### config.mk
export PLATFORM = sky130hd
export DESIGN_NAME = mini_la_core
export DESIGN_NICKNAME = d
export VERILOG_FILES = /design/src/rtl/la_isa_pkg.sv /design/src/rtl/pipe_pkg.sv /design/src/rtl/decode_stage.sv /design/src/rtl/execute_stage.sv /design/src/rtl/fetch_stage.sv /design/src/rtl/mem_wb_stage.sv /design/src/rtl/mini_la_core.sv
export VERILOG_INCLUDE_DIRS = /design/src /design/src/include
export SDC_FILE = /design/constraint.sdc
export NUM_CORES = 2
export LEC_CHECK = 0
export BUFFER_PORTS_ARGS = -buffer_cell sky130_fd_sc_hd__buf_4
export CELL_PAD_IN_SITES_DETAIL_PLACEMENT = 0
export CELL_PAD_IN_SITES_GLOBAL_PLACEMENT = 1
export CORE_MARGIN = 4
export CORE_UTILIZATION = 50
export CTS_CLUSTER_SIZE = 24
export DETAILED_ROUTE_END_ITERATION = 16
export PLACE_DENSITY_LB_ADDON = 0.05
export SYNTH_ARGS = -nofsm -noshare
export SYNTH_HDL_FRONTEND = slang
export SYNTH_HIERARCHICAL = 1
export SYNTH_SLANG_ARGS = --single-unit
### constraint.sdc
create_clock -name clk -period 10.1 [get_ports clk]
set_input_delay 0.505 -clock clk [delete_from_list [all_inputs] [get_ports clk]]
set_output_delay 0.505 -clock clk [all_outputs]
set_load 0.03 [all_outputs]
### src/include/core_settings.svh
`ifndef CORE_SETTINGS_SVH
`define CORE_SETTINGS_SVH

// datapath and address width
`define CORE_XLEN 32

// integer registers, r0 reads as zero
`define CORE_NREGS 32

// first fetch address out of reset
`define CORE_RESET_PC 32'h1c00_0000

// byte strobe width on the sram and trace ports
`define CORE_WE_BITS 4

`endif

### src/rtl/la_isa_pkg.sv
`include "core_settings.svh"

package la_isa_pkg;

    typedef logic [`CORE_XLEN-1:0]    word_t;    // data word or byte address
    typedef logic [31:0]              insn_t;    // fixed 32-bit encoding
    typedef logic [4:0]               reg_idx_t; // rd / rj / rk field
    typedef logic [`CORE_WE_BITS-1:0] be_t;

    typedef enum logic [2:0] {
        ALU_ADD,
        ALU_SUB,
        ALU_AND,
        ALU_OR,
        ALU_SLT,   // signed compare
        ALU_PASSB  // lu12i.w, immediate straight through
    } alu_op_e;

    // 3R format, opcode in insn[31:15]
    localparam logic [16:0] OP_ADD_W = 17'h00020;
    localparam logic [16:0] OP_SUB_W = 17'h00022;
    localparam logic [16:0] OP_SLT   = 17'h00024;
    localparam logic [16:0] OP_AND   = 17'h00029;
    localparam logic [16:0] OP_OR    = 17'h0002a;

    // 2RI12 format, insn[31:22]
    localparam logic [9:0]  OP_ADDI_W = 10'h00a;
    localparam logic [9:0]  OP_LD_W   = 10'h0a2;
    localparam logic [9:0]  OP_ST_W   = 10'h0a6;

    localparam logic [6:0]  OP_LU12I_W = 7'h0a; // 1RI20, insn[31:25]

    // branch and jump, insn[31:26]
    localparam logic [5:0]  OP_B   = 6'h14;
    localparam logic [5:0]  OP_BL  = 6'h15;
    localparam logic [5:0]  OP_BEQ = 6'h16;
    localparam logic [5:0]  OP_BNE = 6'h17;

    localparam reg_idx_t REG_RA = 5'd1; // bl link register

endpackage

### src/rtl/pipe_pkg.sv
package pipe_pkg;

    // operand source in execute
    typedef enum logic [1:0] {
        FWD_RF,   // value read in decode
        FWD_MEM,  // producer one ahead
        FWD_WB    // producer two ahead
    } fwd_sel_e;

    // register write source
    typedef enum logic [1:0] {
        WB_ALU,
        WB_MEM,
        WB_LINK   // pc + 4
    } wb_sel_e;

    // next pc operation, resolved in execute
    typedef enum logic [1:0] {
        NPC_SEQ,
        NPC_BEQ,
        NPC_BNE,
        NPC_JUMP  // b and bl
    } npc_op_e;

endpackage

### src/rtl/decode_stage.sv
`timescale 1ns/1ps
`include "core_settings.svh"

module decode_stage (
    input  logic                 clk,
    input  logic                 rst_n,
    input  la_isa_pkg::word_t    id_pc,
    input  la_isa_pkg::insn_t    id_insn,
    input  logic                 id_valid,
    input  logic                 flush,
    input  la_isa_pkg::reg_idx_t ex_rd,
    input  logic                 ex_is_load,
    input  logic                 wb_en,
    input  la_isa_pkg::reg_idx_t wb_rd,
    input  la_isa_pkg::word_t    wb_data,
    output logic                 stall,
    output la_isa_pkg::word_t    ex_pc,
    output la_isa_pkg::reg_idx_t ex_rj,
    output la_isa_pkg::reg_idx_t ex_rk,
    output la_isa_pkg::reg_idx_t ex_rd_out,
    output la_isa_pkg::word_t    ex_opa,
    output la_isa_pkg::word_t    ex_opb,
    output la_isa_pkg::word_t    ex_imm,
    output la_isa_pkg::alu_op_e  ex_alu_op,
    output pipe_pkg::npc_op_e    ex_npc_op,
    output pipe_pkg::wb_sel_e    ex_wb_sel,
    output logic                 ex_use_imm,
    output logic                 ex_reg_we,
    output logic                 ex_mem_rd,
    output logic                 ex_mem_wr
);
    import la_isa_pkg::*;
    import pipe_pkg::*;

    word_t    rf [`CORE_NREGS]; // slot 0 never written
    reg_idx_t rj;
    reg_idx_t rk;
    reg_idx_t rd;
    reg_idx_t src2;             // rk, or rd for stores and branches
    reg_idx_t dest;
    word_t    imm;
    word_t    si12_ext;
    word_t    offs16_ext;
    word_t    offs26_ext;
    word_t    rdata1;
    word_t    rdata2;
    alu_op_e  alu_op;
    npc_op_e  npc_op;
    wb_sel_e  wb_sel;
    logic     use_imm;
    logic     reg_we;
    logic     mem_rd;
    logic     mem_wr;
    logic     use_rj;
    logic     use_src2;
    logic     src2_is_rd;
    logic     issue;

    assign rd = id_insn[4:0];
    assign rj = id_insn[9:5];
    assign rk = id_insn[14:10];

    assign si12_ext   = {{(`CORE_XLEN-12){id_insn[21]}}, id_insn[21:10]};
    assign offs16_ext = {{(`CORE_XLEN-18){id_insn[25]}}, id_insn[25:10], 2'b00};
    // offs26 is split, high part sits in insn[9:0]
    assign offs26_ext = {{(`CORE_XLEN-28){id_insn[9]}}, id_insn[9:0], id_insn[25:10], 2'b00};

    always_comb
    begin
        alu_op     = ALU_ADD;
        npc_op     = NPC_SEQ;
        wb_sel     = WB_ALU;
        imm        = si12_ext;
        dest       = rd;
        use_imm    = 1'b0;
        reg_we     = 1'b0;
        mem_rd     = 1'b0;
        mem_wr     = 1'b0;
        use_rj     = 1'b0;
        use_src2   = 1'b0;
        src2_is_rd = 1'b0;
        if (id_insn[31:15] inside {OP_ADD_W, OP_SUB_W, OP_AND, OP_OR, OP_SLT})
        begin
            reg_we   = 1'b1;
            use_rj   = 1'b1;
            use_src2 = 1'b1;
            case (id_insn[31:15])
                OP_SUB_W: alu_op = ALU_SUB;
                OP_AND:   alu_op = ALU_AND;
                OP_OR:    alu_op = ALU_OR;
                OP_SLT:   alu_op = ALU_SLT;
                default:  alu_op = ALU_ADD;
            endcase
        end
        else if (id_insn[31:22] inside {OP_ADDI_W, OP_LD_W})
        begin
            use_imm = 1'b1;
            use_rj  = 1'b1;
            reg_we  = 1'b1;
            mem_rd  = (id_insn[31:22] == OP_LD_W);
            wb_sel  = mem_rd ? WB_MEM : WB_ALU;
        end
        else if (id_insn[31:22] == OP_ST_W)
        begin
            use_imm    = 1'b1; // address = rj + si12
            use_rj     = 1'b1;
            use_src2   = 1'b1; // store data from rd
            src2_is_rd = 1'b1;
            mem_wr     = 1'b1;
        end
        else if (id_insn[31:25] == OP_LU12I_W)
        begin
            imm     = {id_insn[24:5], 12'h000};
            alu_op  = ALU_PASSB;
            use_imm = 1'b1;
            reg_we  = 1'b1;
        end
        else if (id_insn[31:26] inside {OP_BEQ, OP_BNE})
        begin
            imm        = offs16_ext;
            npc_op     = (id_insn[31:26] == OP_BEQ) ? NPC_BEQ : NPC_BNE;
            use_rj     = 1'b1;
            use_src2   = 1'b1;
            src2_is_rd = 1'b1; // compares rj with rd
        end
        else if (id_insn[31:26] inside {OP_B, OP_BL})
        begin
            imm    = offs26_ext;
            npc_op = NPC_JUMP;
            reg_we = (id_insn[31:26] == OP_BL);
            dest   = REG_RA;
            wb_sel = WB_LINK;
        end
    end

    assign src2 = src2_is_rd ? rd : rk;

    // r0 reads zero, same-cycle writeback wins over the array
    function automatic word_t rf_read(input reg_idx_t idx);
        if (idx == '0)
            return '0;
        if (wb_en && wb_rd == idx)
            return wb_data;
        return rf[idx];
    endfunction

    always_comb
    begin
        rdata1 = rf_read(rj);
        rdata2 = rf_read(src2);
    end

    always_ff @(posedge clk)
    begin
        if (wb_en && wb_rd != '0)
            rf[wb_rd] <= wb_data;
    end

    // load in execute feeding a source here, wait one cycle
    assign stall = id_valid && ex_is_load && ex_rd != '0 &&
                   ((use_rj && rj == ex_rd) || (use_src2 && src2 == ex_rd));

    assign issue = id_valid && !flush && !stall; // else bubble into id/ex

    always_ff @(posedge clk or negedge rst_n)
    begin
        if (!rst_n)
        begin
            ex_reg_we <= 1'b0;
            ex_mem_rd <= 1'b0;
            ex_mem_wr <= 1'b0;
            ex_npc_op <= NPC_SEQ;
        end
        else
        begin
            ex_reg_we <= issue && reg_we && dest != '0; // r0 writes dropped here
            ex_mem_rd <= issue && mem_rd;
            ex_mem_wr <= issue && mem_wr;
            ex_npc_op <= issue ? npc_op : NPC_SEQ;
        end
    end

    always_ff @(posedge clk)
    begin
        ex_pc      <= id_pc;
        ex_rj      <= use_rj ? rj : '0;     // zero index never forwards
        ex_rk      <= use_src2 ? src2 : '0;
        ex_rd_out  <= dest;
        ex_opa     <= rdata1;
        ex_opb     <= rdata2;
        ex_imm     <= imm;
        ex_alu_op  <= alu_op;
        ex_wb_sel  <= wb_sel;
        ex_use_imm <= use_imm;
    end

endmodule

### src/rtl/execute_stage.sv
`timescale 1ns/1ps
`include "core_settings.svh"

module execute_stage (
    input  logic                 clk,
    input  logic                 rst_n,
    input  la_isa_pkg::word_t    ex_pc,
    input  la_isa_pkg::reg_idx_t ex_rj,
    input  la_isa_pkg::reg_idx_t ex_rk,
    input  la_isa_pkg::reg_idx_t ex_rd_out,
    input  la_isa_pkg::word_t    ex_opa,
    input  la_isa_pkg::word_t    ex_opb,
    input  la_isa_pkg::word_t    ex_imm,
    input  la_isa_pkg::alu_op_e  ex_alu_op,
    input  pipe_pkg::npc_op_e    ex_npc_op,
    input  pipe_pkg::wb_sel_e    ex_wb_sel,
    input  logic                 ex_use_imm,
    input  logic                 ex_reg_we,
    input  logic                 ex_mem_rd,
    input  logic                 ex_mem_wr,
    input  la_isa_pkg::reg_idx_t mem_rd,
    input  la_isa_pkg::word_t    mem_data,
    input  la_isa_pkg::reg_idx_t wb_rd,
    input  logic                 wb_en,
    input  la_isa_pkg::word_t    wb_data,
    output logic                 redirect,
    output la_isa_pkg::word_t    redirect_pc,
    output logic                 data_sram_en,
    output la_isa_pkg::be_t      data_sram_we,
    output la_isa_pkg::word_t    data_sram_addr,
    output la_isa_pkg::word_t    data_sram_wdata,
    output la_isa_pkg::word_t    m_pc,
    output la_isa_pkg::reg_idx_t m_rd,
    output la_isa_pkg::word_t    m_result,
    output logic                 m_reg_we,
    output logic                 m_is_load,
    output pipe_pkg::wb_sel_e    m_wb_sel,
    output la_isa_pkg::reg_idx_t ex_rd,
    output logic                 ex_is_load
);
    import la_isa_pkg::*;
    import pipe_pkg::*;

    fwd_sel_e sel_a;
    fwd_sel_e sel_b;
    word_t    op_a;   // rj after forwarding
    word_t    op_k;   // rk or rd after forwarding
    word_t    alu_b;
    word_t    alu_res;
    logic     taken;

    // mem_rd is zero unless that stage writes a register
    function automatic fwd_sel_e fwd_src(input reg_idx_t idx);
        if (idx == '0)
            return FWD_RF;
        if (idx == mem_rd)
            return FWD_MEM; // youngest producer first
        if (wb_en && idx == wb_rd)
            return FWD_WB;
        return FWD_RF;
    endfunction

    function automatic word_t fwd_val(input fwd_sel_e sel, input word_t rf_val);
        case (sel)
            FWD_MEM: return mem_data;
            FWD_WB:  return wb_data;
            default: return rf_val;
        endcase
    endfunction

    always_comb
    begin
        sel_a = fwd_src(ex_rj);
        sel_b = fwd_src(ex_rk);
        op_a  = fwd_val(sel_a, ex_opa);
        op_k  = fwd_val(sel_b, ex_opb);
    end

    assign alu_b = ex_use_imm ? ex_imm : op_k;

    always_comb
    begin
        case (ex_alu_op)
            ALU_SUB:   alu_res = op_a - alu_b;
            ALU_AND:   alu_res = op_a & alu_b;
            ALU_OR:    alu_res = op_a | alu_b;
            ALU_SLT:   alu_res = word_t'($signed(op_a) < $signed(alu_b));
            ALU_PASSB: alu_res = alu_b;
            default:   alu_res = op_a + alu_b; // add, addresses
        endcase
    end

    // branch compare uses rj against rd, never the immediate
    always_comb
    begin
        case (ex_npc_op)
            NPC_BEQ:  taken = (op_a == op_k);
            NPC_BNE:  taken = (op_a != op_k);
            NPC_JUMP: taken = 1'b1;
            default:  taken = 1'b0;
        endcase
    end

    assign redirect    = taken; // flushes if/id and id/ex
    assign redirect_pc = ex_pc + ex_imm;

    assign data_sram_en    = ex_mem_rd || ex_mem_wr;
    assign data_sram_we    = {`CORE_WE_BITS{ex_mem_wr}}; // word stores only
    assign data_sram_addr  = alu_res;
    assign data_sram_wdata = op_k;

    // hazard view for decode
    assign ex_rd      = ex_rd_out;
    assign ex_is_load = ex_mem_rd;

    always_ff @(posedge clk or negedge rst_n)
    begin
        if (!rst_n)
        begin
            m_reg_we  <= 1'b0;
            m_is_load <= 1'b0;
            m_wb_sel  <= WB_ALU;
        end
        else
        begin
            m_reg_we  <= ex_reg_we;
            m_is_load <= ex_mem_rd;
            m_wb_sel  <= ex_wb_sel;
        end
    end

    always_ff @(posedge clk)
    begin
        m_pc     <= ex_pc;
        m_rd     <= ex_rd_out;
        m_result <= alu_res;
    end

endmodule

### src/rtl/fetch_stage.sv
`timescale 1ns/1ps
`include "core_settings.svh"

module fetch_stage (
    input  logic              clk,
    input  logic              rst_n,
    input  logic              stall,
    input  logic              redirect,
    input  la_isa_pkg::word_t redirect_pc,
    output la_isa_pkg::word_t inst_sram_addr,
    input  la_isa_pkg::insn_t inst_sram_rdata,
    output la_isa_pkg::word_t id_pc,
    output la_isa_pkg::insn_t id_insn,
    output logic              id_valid
);
    import la_isa_pkg::*;

    word_t pc_q;     // address of the word returning this cycle
    word_t npc;
    logic  fetch_on; // first cycle after reset has no word yet

    always_comb
    begin
        if (redirect)
            npc = redirect_pc;    // branch target from execute
        else if (stall)
            npc = pc_q;           // read same word again
        else
            npc = pc_q + word_t'(4);
    end

    assign inst_sram_addr = npc; // sram answers next edge

    always_ff @(posedge clk or negedge rst_n)
    begin
        if (!rst_n)
        begin
            pc_q     <= `CORE_RESET_PC - word_t'(4); // npc starts at reset pc
            fetch_on <= 1'b0;
            id_valid <= 1'b0;
        end
        else
        begin
            pc_q     <= npc;
            fetch_on <= 1'b1;
            if (redirect)
                id_valid <= 1'b0; // wrong-path slot becomes bubble
            else if (!stall)
                id_valid <= fetch_on;
        end
    end

    // if/id payload, frozen during stall
    always_ff @(posedge clk)
    begin
        if (!stall)
        begin
            id_pc   <= pc_q;
            id_insn <= inst_sram_rdata;
        end
    end

endmodule

### src/rtl/mem_wb_stage.sv
`timescale 1ns/1ps
`include "core_settings.svh"

module mem_wb_stage (
    input  logic                 clk,
    input  logic                 rst_n,
    input  la_isa_pkg::word_t    m_pc,
    input  la_isa_pkg::reg_idx_t m_rd,
    input  la_isa_pkg::word_t    m_result,
    input  logic                 m_reg_we,
    input  logic                 m_is_load,
    input  pipe_pkg::wb_sel_e    m_wb_sel,
    input  la_isa_pkg::word_t    data_sram_rdata,
    output la_isa_pkg::reg_idx_t mem_rd,
    output la_isa_pkg::word_t    mem_data,
    output logic                 wb_en,
    output la_isa_pkg::reg_idx_t wb_rd,
    output la_isa_pkg::word_t    wb_data,
    output la_isa_pkg::word_t    debug_wb_pc,
    output la_isa_pkg::be_t      debug_wb_rf_we,
    output la_isa_pkg::reg_idx_t debug_wb_rf_wnum,
    output la_isa_pkg::word_t    debug_wb_rf_wdata
);
    import la_isa_pkg::*;
    import pipe_pkg::*;

    word_t    w_pc;
    reg_idx_t w_rd;
    word_t    w_value;  // alu result or link address
    word_t    w_load;   // sram word, loads only
    logic     w_reg_we;
    wb_sel_e  w_wb_sel;

    // forward source for execute; load data not ready here, decode stalls
    assign mem_rd   = m_reg_we ? m_rd : '0;
    assign mem_data = (m_wb_sel == WB_LINK) ? m_pc + word_t'(4) : m_result;

    always_ff @(posedge clk or negedge rst_n)
    begin
        if (!rst_n)
        begin
            w_reg_we <= 1'b0;
            w_wb_sel <= WB_ALU;
        end
        else
        begin
            w_reg_we <= m_reg_we;
            w_wb_sel <= m_wb_sel;
        end
    end

    always_ff @(posedge clk)
    begin
        w_pc    <= m_pc;
        w_rd    <= m_rd;
        w_value <= mem_data;
        if (m_is_load)
            w_load <= data_sram_rdata; // read issued in execute
    end

    assign wb_en   = w_reg_we;
    assign wb_rd   = w_rd;
    assign wb_data = (w_wb_sel == WB_MEM) ? w_load : w_value;

    // trace mirrors the register file write port
    assign debug_wb_pc       = w_pc;
    assign debug_wb_rf_we    = {`CORE_WE_BITS{w_reg_we}};
    assign debug_wb_rf_wnum  = w_rd;
    assign debug_wb_rf_wdata = wb_data;

endmodule

### src/rtl/mini_la_core.sv
`timescale 1ns/1ps

module mini_la_core (
    input  logic                 clk,
    input  logic                 rst_n,
    output la_isa_pkg::word_t    inst_sram_addr,
    input  la_isa_pkg::insn_t    inst_sram_rdata,
    output logic                 data_sram_en,
    output la_isa_pkg::be_t      data_sram_we,
    output la_isa_pkg::word_t    data_sram_addr,
    output la_isa_pkg::word_t    data_sram_wdata,
    input  la_isa_pkg::word_t    data_sram_rdata,
    output la_isa_pkg::word_t    debug_wb_pc,
    output la_isa_pkg::be_t      debug_wb_rf_we,
    output la_isa_pkg::reg_idx_t debug_wb_rf_wnum,
    output la_isa_pkg::word_t    debug_wb_rf_wdata
);
    import la_isa_pkg::*;
    import pipe_pkg::*;

    // fetch <-> decode, redirect from execute
    logic     stall;
    logic     redirect;
    word_t    redirect_pc;
    word_t    id_pc;
    insn_t    id_insn;
    logic     id_valid;

    // id/ex
    word_t    ex_pc;
    reg_idx_t ex_rj;
    reg_idx_t ex_rk;
    reg_idx_t ex_rd_out;
    word_t    ex_opa;
    word_t    ex_opb;
    word_t    ex_imm;
    alu_op_e  ex_alu_op;
    npc_op_e  ex_npc_op;
    wb_sel_e  ex_wb_sel;
    logic     ex_use_imm;
    logic     ex_reg_we;
    logic     ex_mem_rd;
    logic     ex_mem_wr;
    reg_idx_t ex_rd;      // hazard check
    logic     ex_is_load;

    // ex/mem
    word_t    m_pc;
    reg_idx_t m_rd;
    word_t    m_result;
    logic     m_reg_we;
    logic     m_is_load;
    wb_sel_e  m_wb_sel;

    // forwarding and register write
    reg_idx_t mem_rd;
    word_t    mem_data;
    logic     wb_en;
    reg_idx_t wb_rd;
    word_t    wb_data;

    fetch_stage fetch_stage_i (.*);

    decode_stage decode_stage_i (
        .flush (redirect),
        .*
    );

    execute_stage execute_stage_i (.*);

    mem_wb_stage mem_wb_stage_i (.*);

endmodule

## After elaboration in Yosys (flattened, before gate mapping)

Memories as Yosys holds them, arrays and structs flattened. A register that Yosys moved wholly into a read port is not among the register bits.
Cells that the tools add are included.

| cells by class | value |
|---|---|
| $add $sub $neg | 5 |
| $mul | 0 |
| div/mod/pow operators | 0 |
| $lt $le $gt $ge | 1 |
| equality and inequality tests | 38 |
| shifts and indexed selects | 0 |
| mux-type cells | 107 |
| bitwise gates (word level) | 2 |
| reductions and logical operators | 31 |

Operator list:

| cell | number |
|---|---|
| $mux W32 | 19 |
| $pmux W32 S5 | 1 |
| $pmux W32 S2 | 2 |
| $eq A17 B6 Y1 const B | 5 |
| $add A32 B3 Y32 const B | 2 |
| $add A32 B32 Y32 | 2 |
| $mux W2 | 25 |
| $mux W1 | 45 |
| $mux W5 | 9 |
| $eq A5 B5 Y1 | 8 |
| $and A32 B32 Y32 | 1 |
| $eq A32 B32 Y1 | 1 |
| $lt A32 B32 Y1 | 1 |
| $ne A32 B32 Y1 | 1 |
| $or A32 B32 Y32 | 1 |
| $sub A32 B32 Y32 | 1 |
| $eq A6 B5 Y1 const B | 4 |
| $eq A10 B8 Y1 const B | 2 |
| $logic_not A5 Y1 | 4 |
| $reduce_bool A5 Y1 | 4 |
| $logic_and A1 B1 Y1 | 16 |
| $mux W3 | 4 |
| $pmux W3 S4 | 1 |
| $eq A10 B4 Y1 const B | 1 |
| 11 further kinds | 24 |

| word-level totals | value |
|---|---|
| flip-flop bits (word level) | 429 |
| latch bits | 0 |
| RAM bits | 1,024 |
| ROM bits | 0 |
| bits of input ports | 66 |
| memories kept | 1 |

Memories:

| memory | words | width | rd ports | clocked after Yosys merged registers in | wr ports | RTL line | text |
|---|---|---|---|---|---|---|---|
| decode_stage_i.rf | 32 | 32 | 2 | 1 | 1 | decode_stage.sv:35 | `` word_t rf [`CORE_NREGS]; `` |

## Depth between registers and ports, before layout

| logic depth | value |
|---|---|
| depth after elaboration | 18 |
| depth in mapped cells | 26 |

## Cells and area by module

Netlist, hierarchy kept.

By module, submodules not included:

| module | instances | cells an instance | area an instance (µm²) |
|---|---|---|---|
| decode_stage | 1 | 4,020 | 53,948.0 |
| execute_stage | 1 | 1,480 | 10,555.1 |
| mem_wb_stage | 1 | 365 | 4,175.3 |
| fetch_stage | 1 | 266 | 3,834.9 |

## Worst setup path before layout

OpenSTA, ideal clock, no wires.

| timing path | value |
|---|---|
| path kind | register to output |
| start point | register mem_wb_stage_i.w_rd[2] (netlist: mem_wb_stage_i/debug_wb_rf_wnum[2]) |
| end point | output data_sram_addr[29] |
| arrival time | 5.787 ns |
| setup slack | 3.808 ns |
| cell stages (with the launch flop) | 20 |
| cells stage by stage | dfxtp_1 buf_4 xnor2_1 nand2_1 or4_1 ha_1 buf_2 buf_2 buf_1 o21ai_0 mux2_2 ha_1 or4_4 nand3b_4 nor4b_2 o21ai_1 nand4_2 a31oi_1 or3_1 o311ai_2 |

| between the ends | value |
|---|---|
| word-level cells in the longest chain between the ends | 13 |

Ends and longest elaborated chain:

| what | RTL line | text |
|---|---|---|
| start, declared | mem_wb_stage.sv:28 | `reg_idx_t w_rd;` |
| start signal, assigned | mem_wb_stage.sv:55 | `w_rd <= m_rd;` |
| $eq A5 B5 Y1 (*) | execute_stage.sv:58 | `if (wb_en && idx == wb_rd)` |
| $logic_and A1 B1 Y1 (*) | execute_stage.sv:58 |  |
| $mux W1 (2 in a row) | execute_stage.sv:58 |  |
| $mux W1 | execute_stage.sv:56 | `if (idx == mem_rd)` |
| $mux W2 (*) | execute_stage.sv:60 | `return FWD_RF;` |
| $mux W2 (*) | execute_stage.sv:58 |  |
| $mux W2 (*) | execute_stage.sv:56 |  |
| $eq A2 B2 Y1 or $eq A2 B1 Y1 (tied branches) | execute_stage.sv:64 | `case (sel)` |
| $pmux W32 S2 (*) | execute_stage.sv:64 |  |
| net data_sram_wdata[14] | mini_la_core.sv:11 | `output la_isa_pkg::word_t data_sram_wdata,` |
| $mux W32 (*) | execute_stage.sv:79 | `assign alu_b = ex_use_imm ? ex_imm : op_k;` |
| $add A32 B32 Y32 or $sub A32 B32 Y32 (tied branches) | execute_stage.sv:89, execute_stage.sv:84 |  |
| $pmux W32 S5 (*) | execute_stage.sv:83 | `case (ex_alu_op)` |
| end, declared | mini_la_core.sv:10 | `output la_isa_pkg::word_t data_sram_addr,` |

Mark *: on every way through the listed nets, which the timed path passes. The rest lies on a longest branch. The select of a mux whose other input is x is not followed.

## Final worst setup path

| timing path | value |
|---|---|
| start point | register mem_wb_stage_i.w_rd[4] (netlist: mem_wb_stage_i/debug_wb_rf_wnum[4]) |
| end point | output data_sram_addr[0] |

| between the ends | value |
|---|---|
| word-level cells in the longest chain between the ends | 13 |

Ends and longest elaborated chain:

| what | RTL line | text |
|---|---|---|
| $eq A5 B5 Y1 | execute_stage.sv:58 |  |
| $logic_and A1 B1 Y1 | execute_stage.sv:58 |  |
| $mux W1 (2 in a row) | execute_stage.sv:58 |  |
| $mux W1 | execute_stage.sv:56 |  |
| $mux W2 | execute_stage.sv:60 |  |
| $mux W2 | execute_stage.sv:58 |  |
| $mux W2 | execute_stage.sv:56 |  |
| $eq A2 B2 Y1 or $eq A2 B1 Y1 (tied branches) | execute_stage.sv:64 |  |
| $pmux W32 S2 | execute_stage.sv:64 |  |
| $mux W32 | execute_stage.sv:79 |  |
| $add A32 B32 Y32, or another cell as far along | execute_stage.sv:89 | `default: alu_res = op_a + alu_b;` |
| $pmux W32 S5 (*) | execute_stage.sv:83 |  |

Every way passes the cells marked *; elsewhere a longest branch is shown, timed or not. The select of a mux whose other input is x is not followed.

==> metrics.md <==
| Metric | Value |
|---|---|
| Core Footprint | 0.1438 mm^2 |
| Layout net count | 6,463 |
| Asr flop ratio synth | 3.166% |
| Final Total Pwr | 19,000 uW |
| Crit-path max FO | 20 |
| CTS Buf Count | 158 |
| Placer Congestion | 0.9843 |
| CP Class | flip-flop to primary output |
| Post-synth top area share | 46.38% |
| Root buffer cell | clkbuf_16 |
| Worst vdd ir | 171.4 uV |
| Final Hold Fails | 0 |
| Pin count of the biggest net entering global routing | 126 |
| Die ar. | 0.1512 mm^2 |
| Htree depth | 4 |
| Synthesized area per cell | 11.83 um^2 |
| Synth Flop Type | edfxtp_1 |
| Fraction of layout cells with a size suffix above 1 | 16.38% |
| Initial antenna violation count | 15 |
| Top-count cell post-synth | edfxtp_1 |
| CP arrival | 8.03 ns |
| Setup_tns | 0 ns |
| CTS clk-pin slew, worst paths | 0.06 ns |
| Maxcap violations | 0 |
| Synth area leaders | edfxtp_1 (46%), dfxtp_1 (7.9%), mux4_2 (7.5%) |
| First-pass GRT wire length | 395,200 um |
| Final setup violation count | 0 |
| Standard-cell rows | 139 |
| DRC errors left | 0 |
| Routed Antenna Nets | 0 |
| I/O pin cnt | 240 |
| Gr usage total | 36.60% |
| #FFs+latches synth | 1,453 |
| P_leak | 0.02947 uW |
| Minimum clock period | 8.537 ns |
| Worst Max-Slew Pin Slew | 1.375 ns |
| Most frequent cells after synthesis | edfxtp_1 (1,120), nand2_1 (922), nand3_1 (432), dfxtp_1 (287), nor2_1 (247) |
| DP Wirelength | 172,800 um |
| PD cells | 231.9 mW/mm^2 |
| F_max | 0.1171 GHz |
| Clk sinks | 1,453 |
| CP Launch Type | flip-flop |
| Starting Density | 50.42% |
| Tightest Hold Check Type | input port to async pin |
| Syn Std Cell Area | 0.07251 mm^2 |
| Int Pwr | 12,430 uW |
| Register area share after synthesis | 55.94% |
| IO buf count | 239 |
| Clk_lat worst skew | 0.81 ns |
| Vias in the first global route | 52,660 |
| Sequential share of power | 43.0% |
| Rel. slew slack | 7.369% |
| Die height | 388.8 um |
| Clock share of power | 30.9% |
| Crit. End Element | primary output |
| Post-synthesis cell count | 6,131 |
| Slew Viols, Final | 0 |
| Post-synthesis cell type count | 110 |
| GRT overflow | 0 |
| Dominant cell type by area after synthesis | edfxtp_1 |
| Skew final | 0.07166 ns |
| Drt wl/cell | 34.17 um |
| CTS tree | built |
| Clk buf depth | 3 |
| Iteration-0 DRC Markers | 7,749 |
| Post-CTS Setup Repair Bufs | 0 |
| Status | finished clean |
| Req. time, crit path | 9.60 ns |
| Initial DRT Pass Iterations | 7 |
| Yosys warns | 6 |
| Die extent in x | 388.8 um |
| DR vias | 55,520 |
| Sw Pwr | 6564 uW |
| Fin crit share | 84.52% |
| P&R area growth vs syn | 12.97% |
| Combinational share of power | 26.0% |
| Switching share of power | 34.55% |
| EDFF count, synth | 1,120 |
| DR vias/cell | 6.687 |
| Overall routed net length | 283,700 um |
| Unrepaired setup endpoints after global routing | false |
## sequential cells by signal, indices dropped and copies added, names as in the netlist, 3 cells and up
name	flops
decode_stage_i/ex_rd_out	5
fetch_stage_i/id_insn	32
decode_stage_i/ex_alu_op	3
decode_stage_i/rf	1024
decode_stage_i/ex_opa	32
decode_stage_i/ex_pc	32
fetch_stage_i/pc_q	32
fetch_stage_i/id_pc	32
execute_stage_i/m_pc	32
mem_wb_stage_i/w_value	32
decode_stage_i/ex_rj	5
execute_stage_i/m_result	32
decode_stage_i/ex_opb	32
mem_wb_stage_i/w_load	32
decode_stage_i/ex_rk	5
decode_stage_i/ex_imm	32
mem_wb_stage_i/debug_wb_rf_wnum	5
execute_stage_i/m_rd	5
mem_wb_stage_i/debug_wb_pc	32
## final timing paths
kind / endpoint / start / slack, ns / cells past startpoint
min in group clk: execute_stage_i/m_wb_sel[0] / decode_stage_i/ex_wb_sel[0] / 0.33 / 0
max in group asynchronous: execute_stage_i/m_is_load / rst_n / 9.33 / 2
max reg2reg: execute_stage_i/m_result[0] / mem_wb_stage_i/debug_wb_rf_wnum[4] / 2.95 / 22
min: fetch_stage_i/pc_q[31] / rst_n / 0.30 / 2
min reg2reg: execute_stage_i/m_wb_sel[0] / decode_stage_i/ex_wb_sel[0] / 0.33 / 0
max: data_sram_addr[0] / mem_wb_stage_i/debug_wb_rf_wnum[4] / 1.56 / 23
## metrics by stage
step	utilization (%)	area (um^2)	hold WS [ns]	instances	setup WS [ns]
final	56.95	81910	0.2962	8302	1.563
after global placement	52.83	75980	0.3188	7939	2.636
after CTS	56.95	81910	0.2463	8301	1.631
after global routing	56.95	81910	0.3320	8301	1.218
after detailed placement	52.83	75980	0.3220	7939	2.537
after floorplan	-	72630	0.2094	6162	3.808
## layout make-up
class,instances,area [um^2]
tap,1903,2381
multi-input combinational,4021,29490
antenna,1,2.502
fill,12020,61910
clock buffer,223,4352
clock inverter,74,925.9
sequential,1453,40570
inverter,196,735.7
timing repair buffer,431,3461
## kinds of logic after synthesis
family | count (synthesis) | share of synthesized area (%)
AOI/OAI and AO/OA | 1259 | 12.21
other | 2 | 0.01036
muxes | 550 | 11.86
adders and majority gates | 136 | 2.378
and+or+nand+nor | 1916 | 11.97
xor gates and xnor gates | 127 | 1.534
DFF | 1453 | 55.94
buffers and inverters | 688 | 4.107
## critical path, stage by stage (launching register included)
cell and delay, ns:
dfxtp_1 0.89, xnor2_1 0.19, nand4_1 0.11, or4_1 0.53, inv_1 0.10, ha_1 0.54, buf_4 0.38, a22oi_1 0.13
nor2_1 0.12, a21oi_1 0.08, o21ai_0 0.63, ha_1 0.30, inv_1 0.07, fa_1 0.45, nor2b_1 0.16, nor3_1 0.29
o21ai_1 0.22, a31oi_2 0.39, o311ai_1 0.27, a2111o_1 0.50, a31oi_1 0.21, nor2_1 0.07, o41ai_2 0.33, buf_4 0.24
## routing by layer
| layer | global-route usage, % | vias up | routed length [um] |
|---|---|---|---|
| met3 | 7.419 | 706 | 29280 |
| met1 | 48.62 | 27900 | 108700 |
| met2 | 56.80 | 3368 | 127700 |
| li1 | - | 23540 | - |
| met4 | 19.92 | 2 | 18000 |
| met5 | 0 | - | 17 |
## power groups by stage
stage | logic (uW) | registers, uW | clock network (uW)
4_1_cts | 4830 | 8170 | 5940
3_3_place_gp | 4790 | 8300 | 0
2_1_floorplan | 2940 | 8040 | 0
5_1_grt | 5180 | 8200 | 6200
6_report | 4950 | 8170 | 5880
3_5_place_dp | 4790 | 8290 | 0
## placed cells by master (no fill, tap or decap), types with 37 or more instances in the layout
master         instances
mux2i_1              236
nor2_1               226
nand4_1               37
a211oi_1              83
buf_4                361
dlygate4sd3_1         65
a221oi_1             105
a31oi_1               69
o21ai_0              205
dfxtp_1              285
a21o_1                49
mux4_2               240
nor3_1                48
xnor2_1               82
clkbuf_16            161
a21oi_1              240
o22ai_1               55
inv_1                193
nand2_1              919
a2111oi_0             39
a22oi_1               70
a221o_1               39
edfxtp_1            1120
xor2_1                45
or4_1                 37
clkbuf_1              53
mux2_2                74
nand3_1              431
ha_1                 131
## repair_timing
action / CTS / global route
resized for setup: 0 / 0
hold buffers: 65 / 0
hold endpoints to repair: 84 / 0
Note: power is estimated with default switching activity, not from simulation.
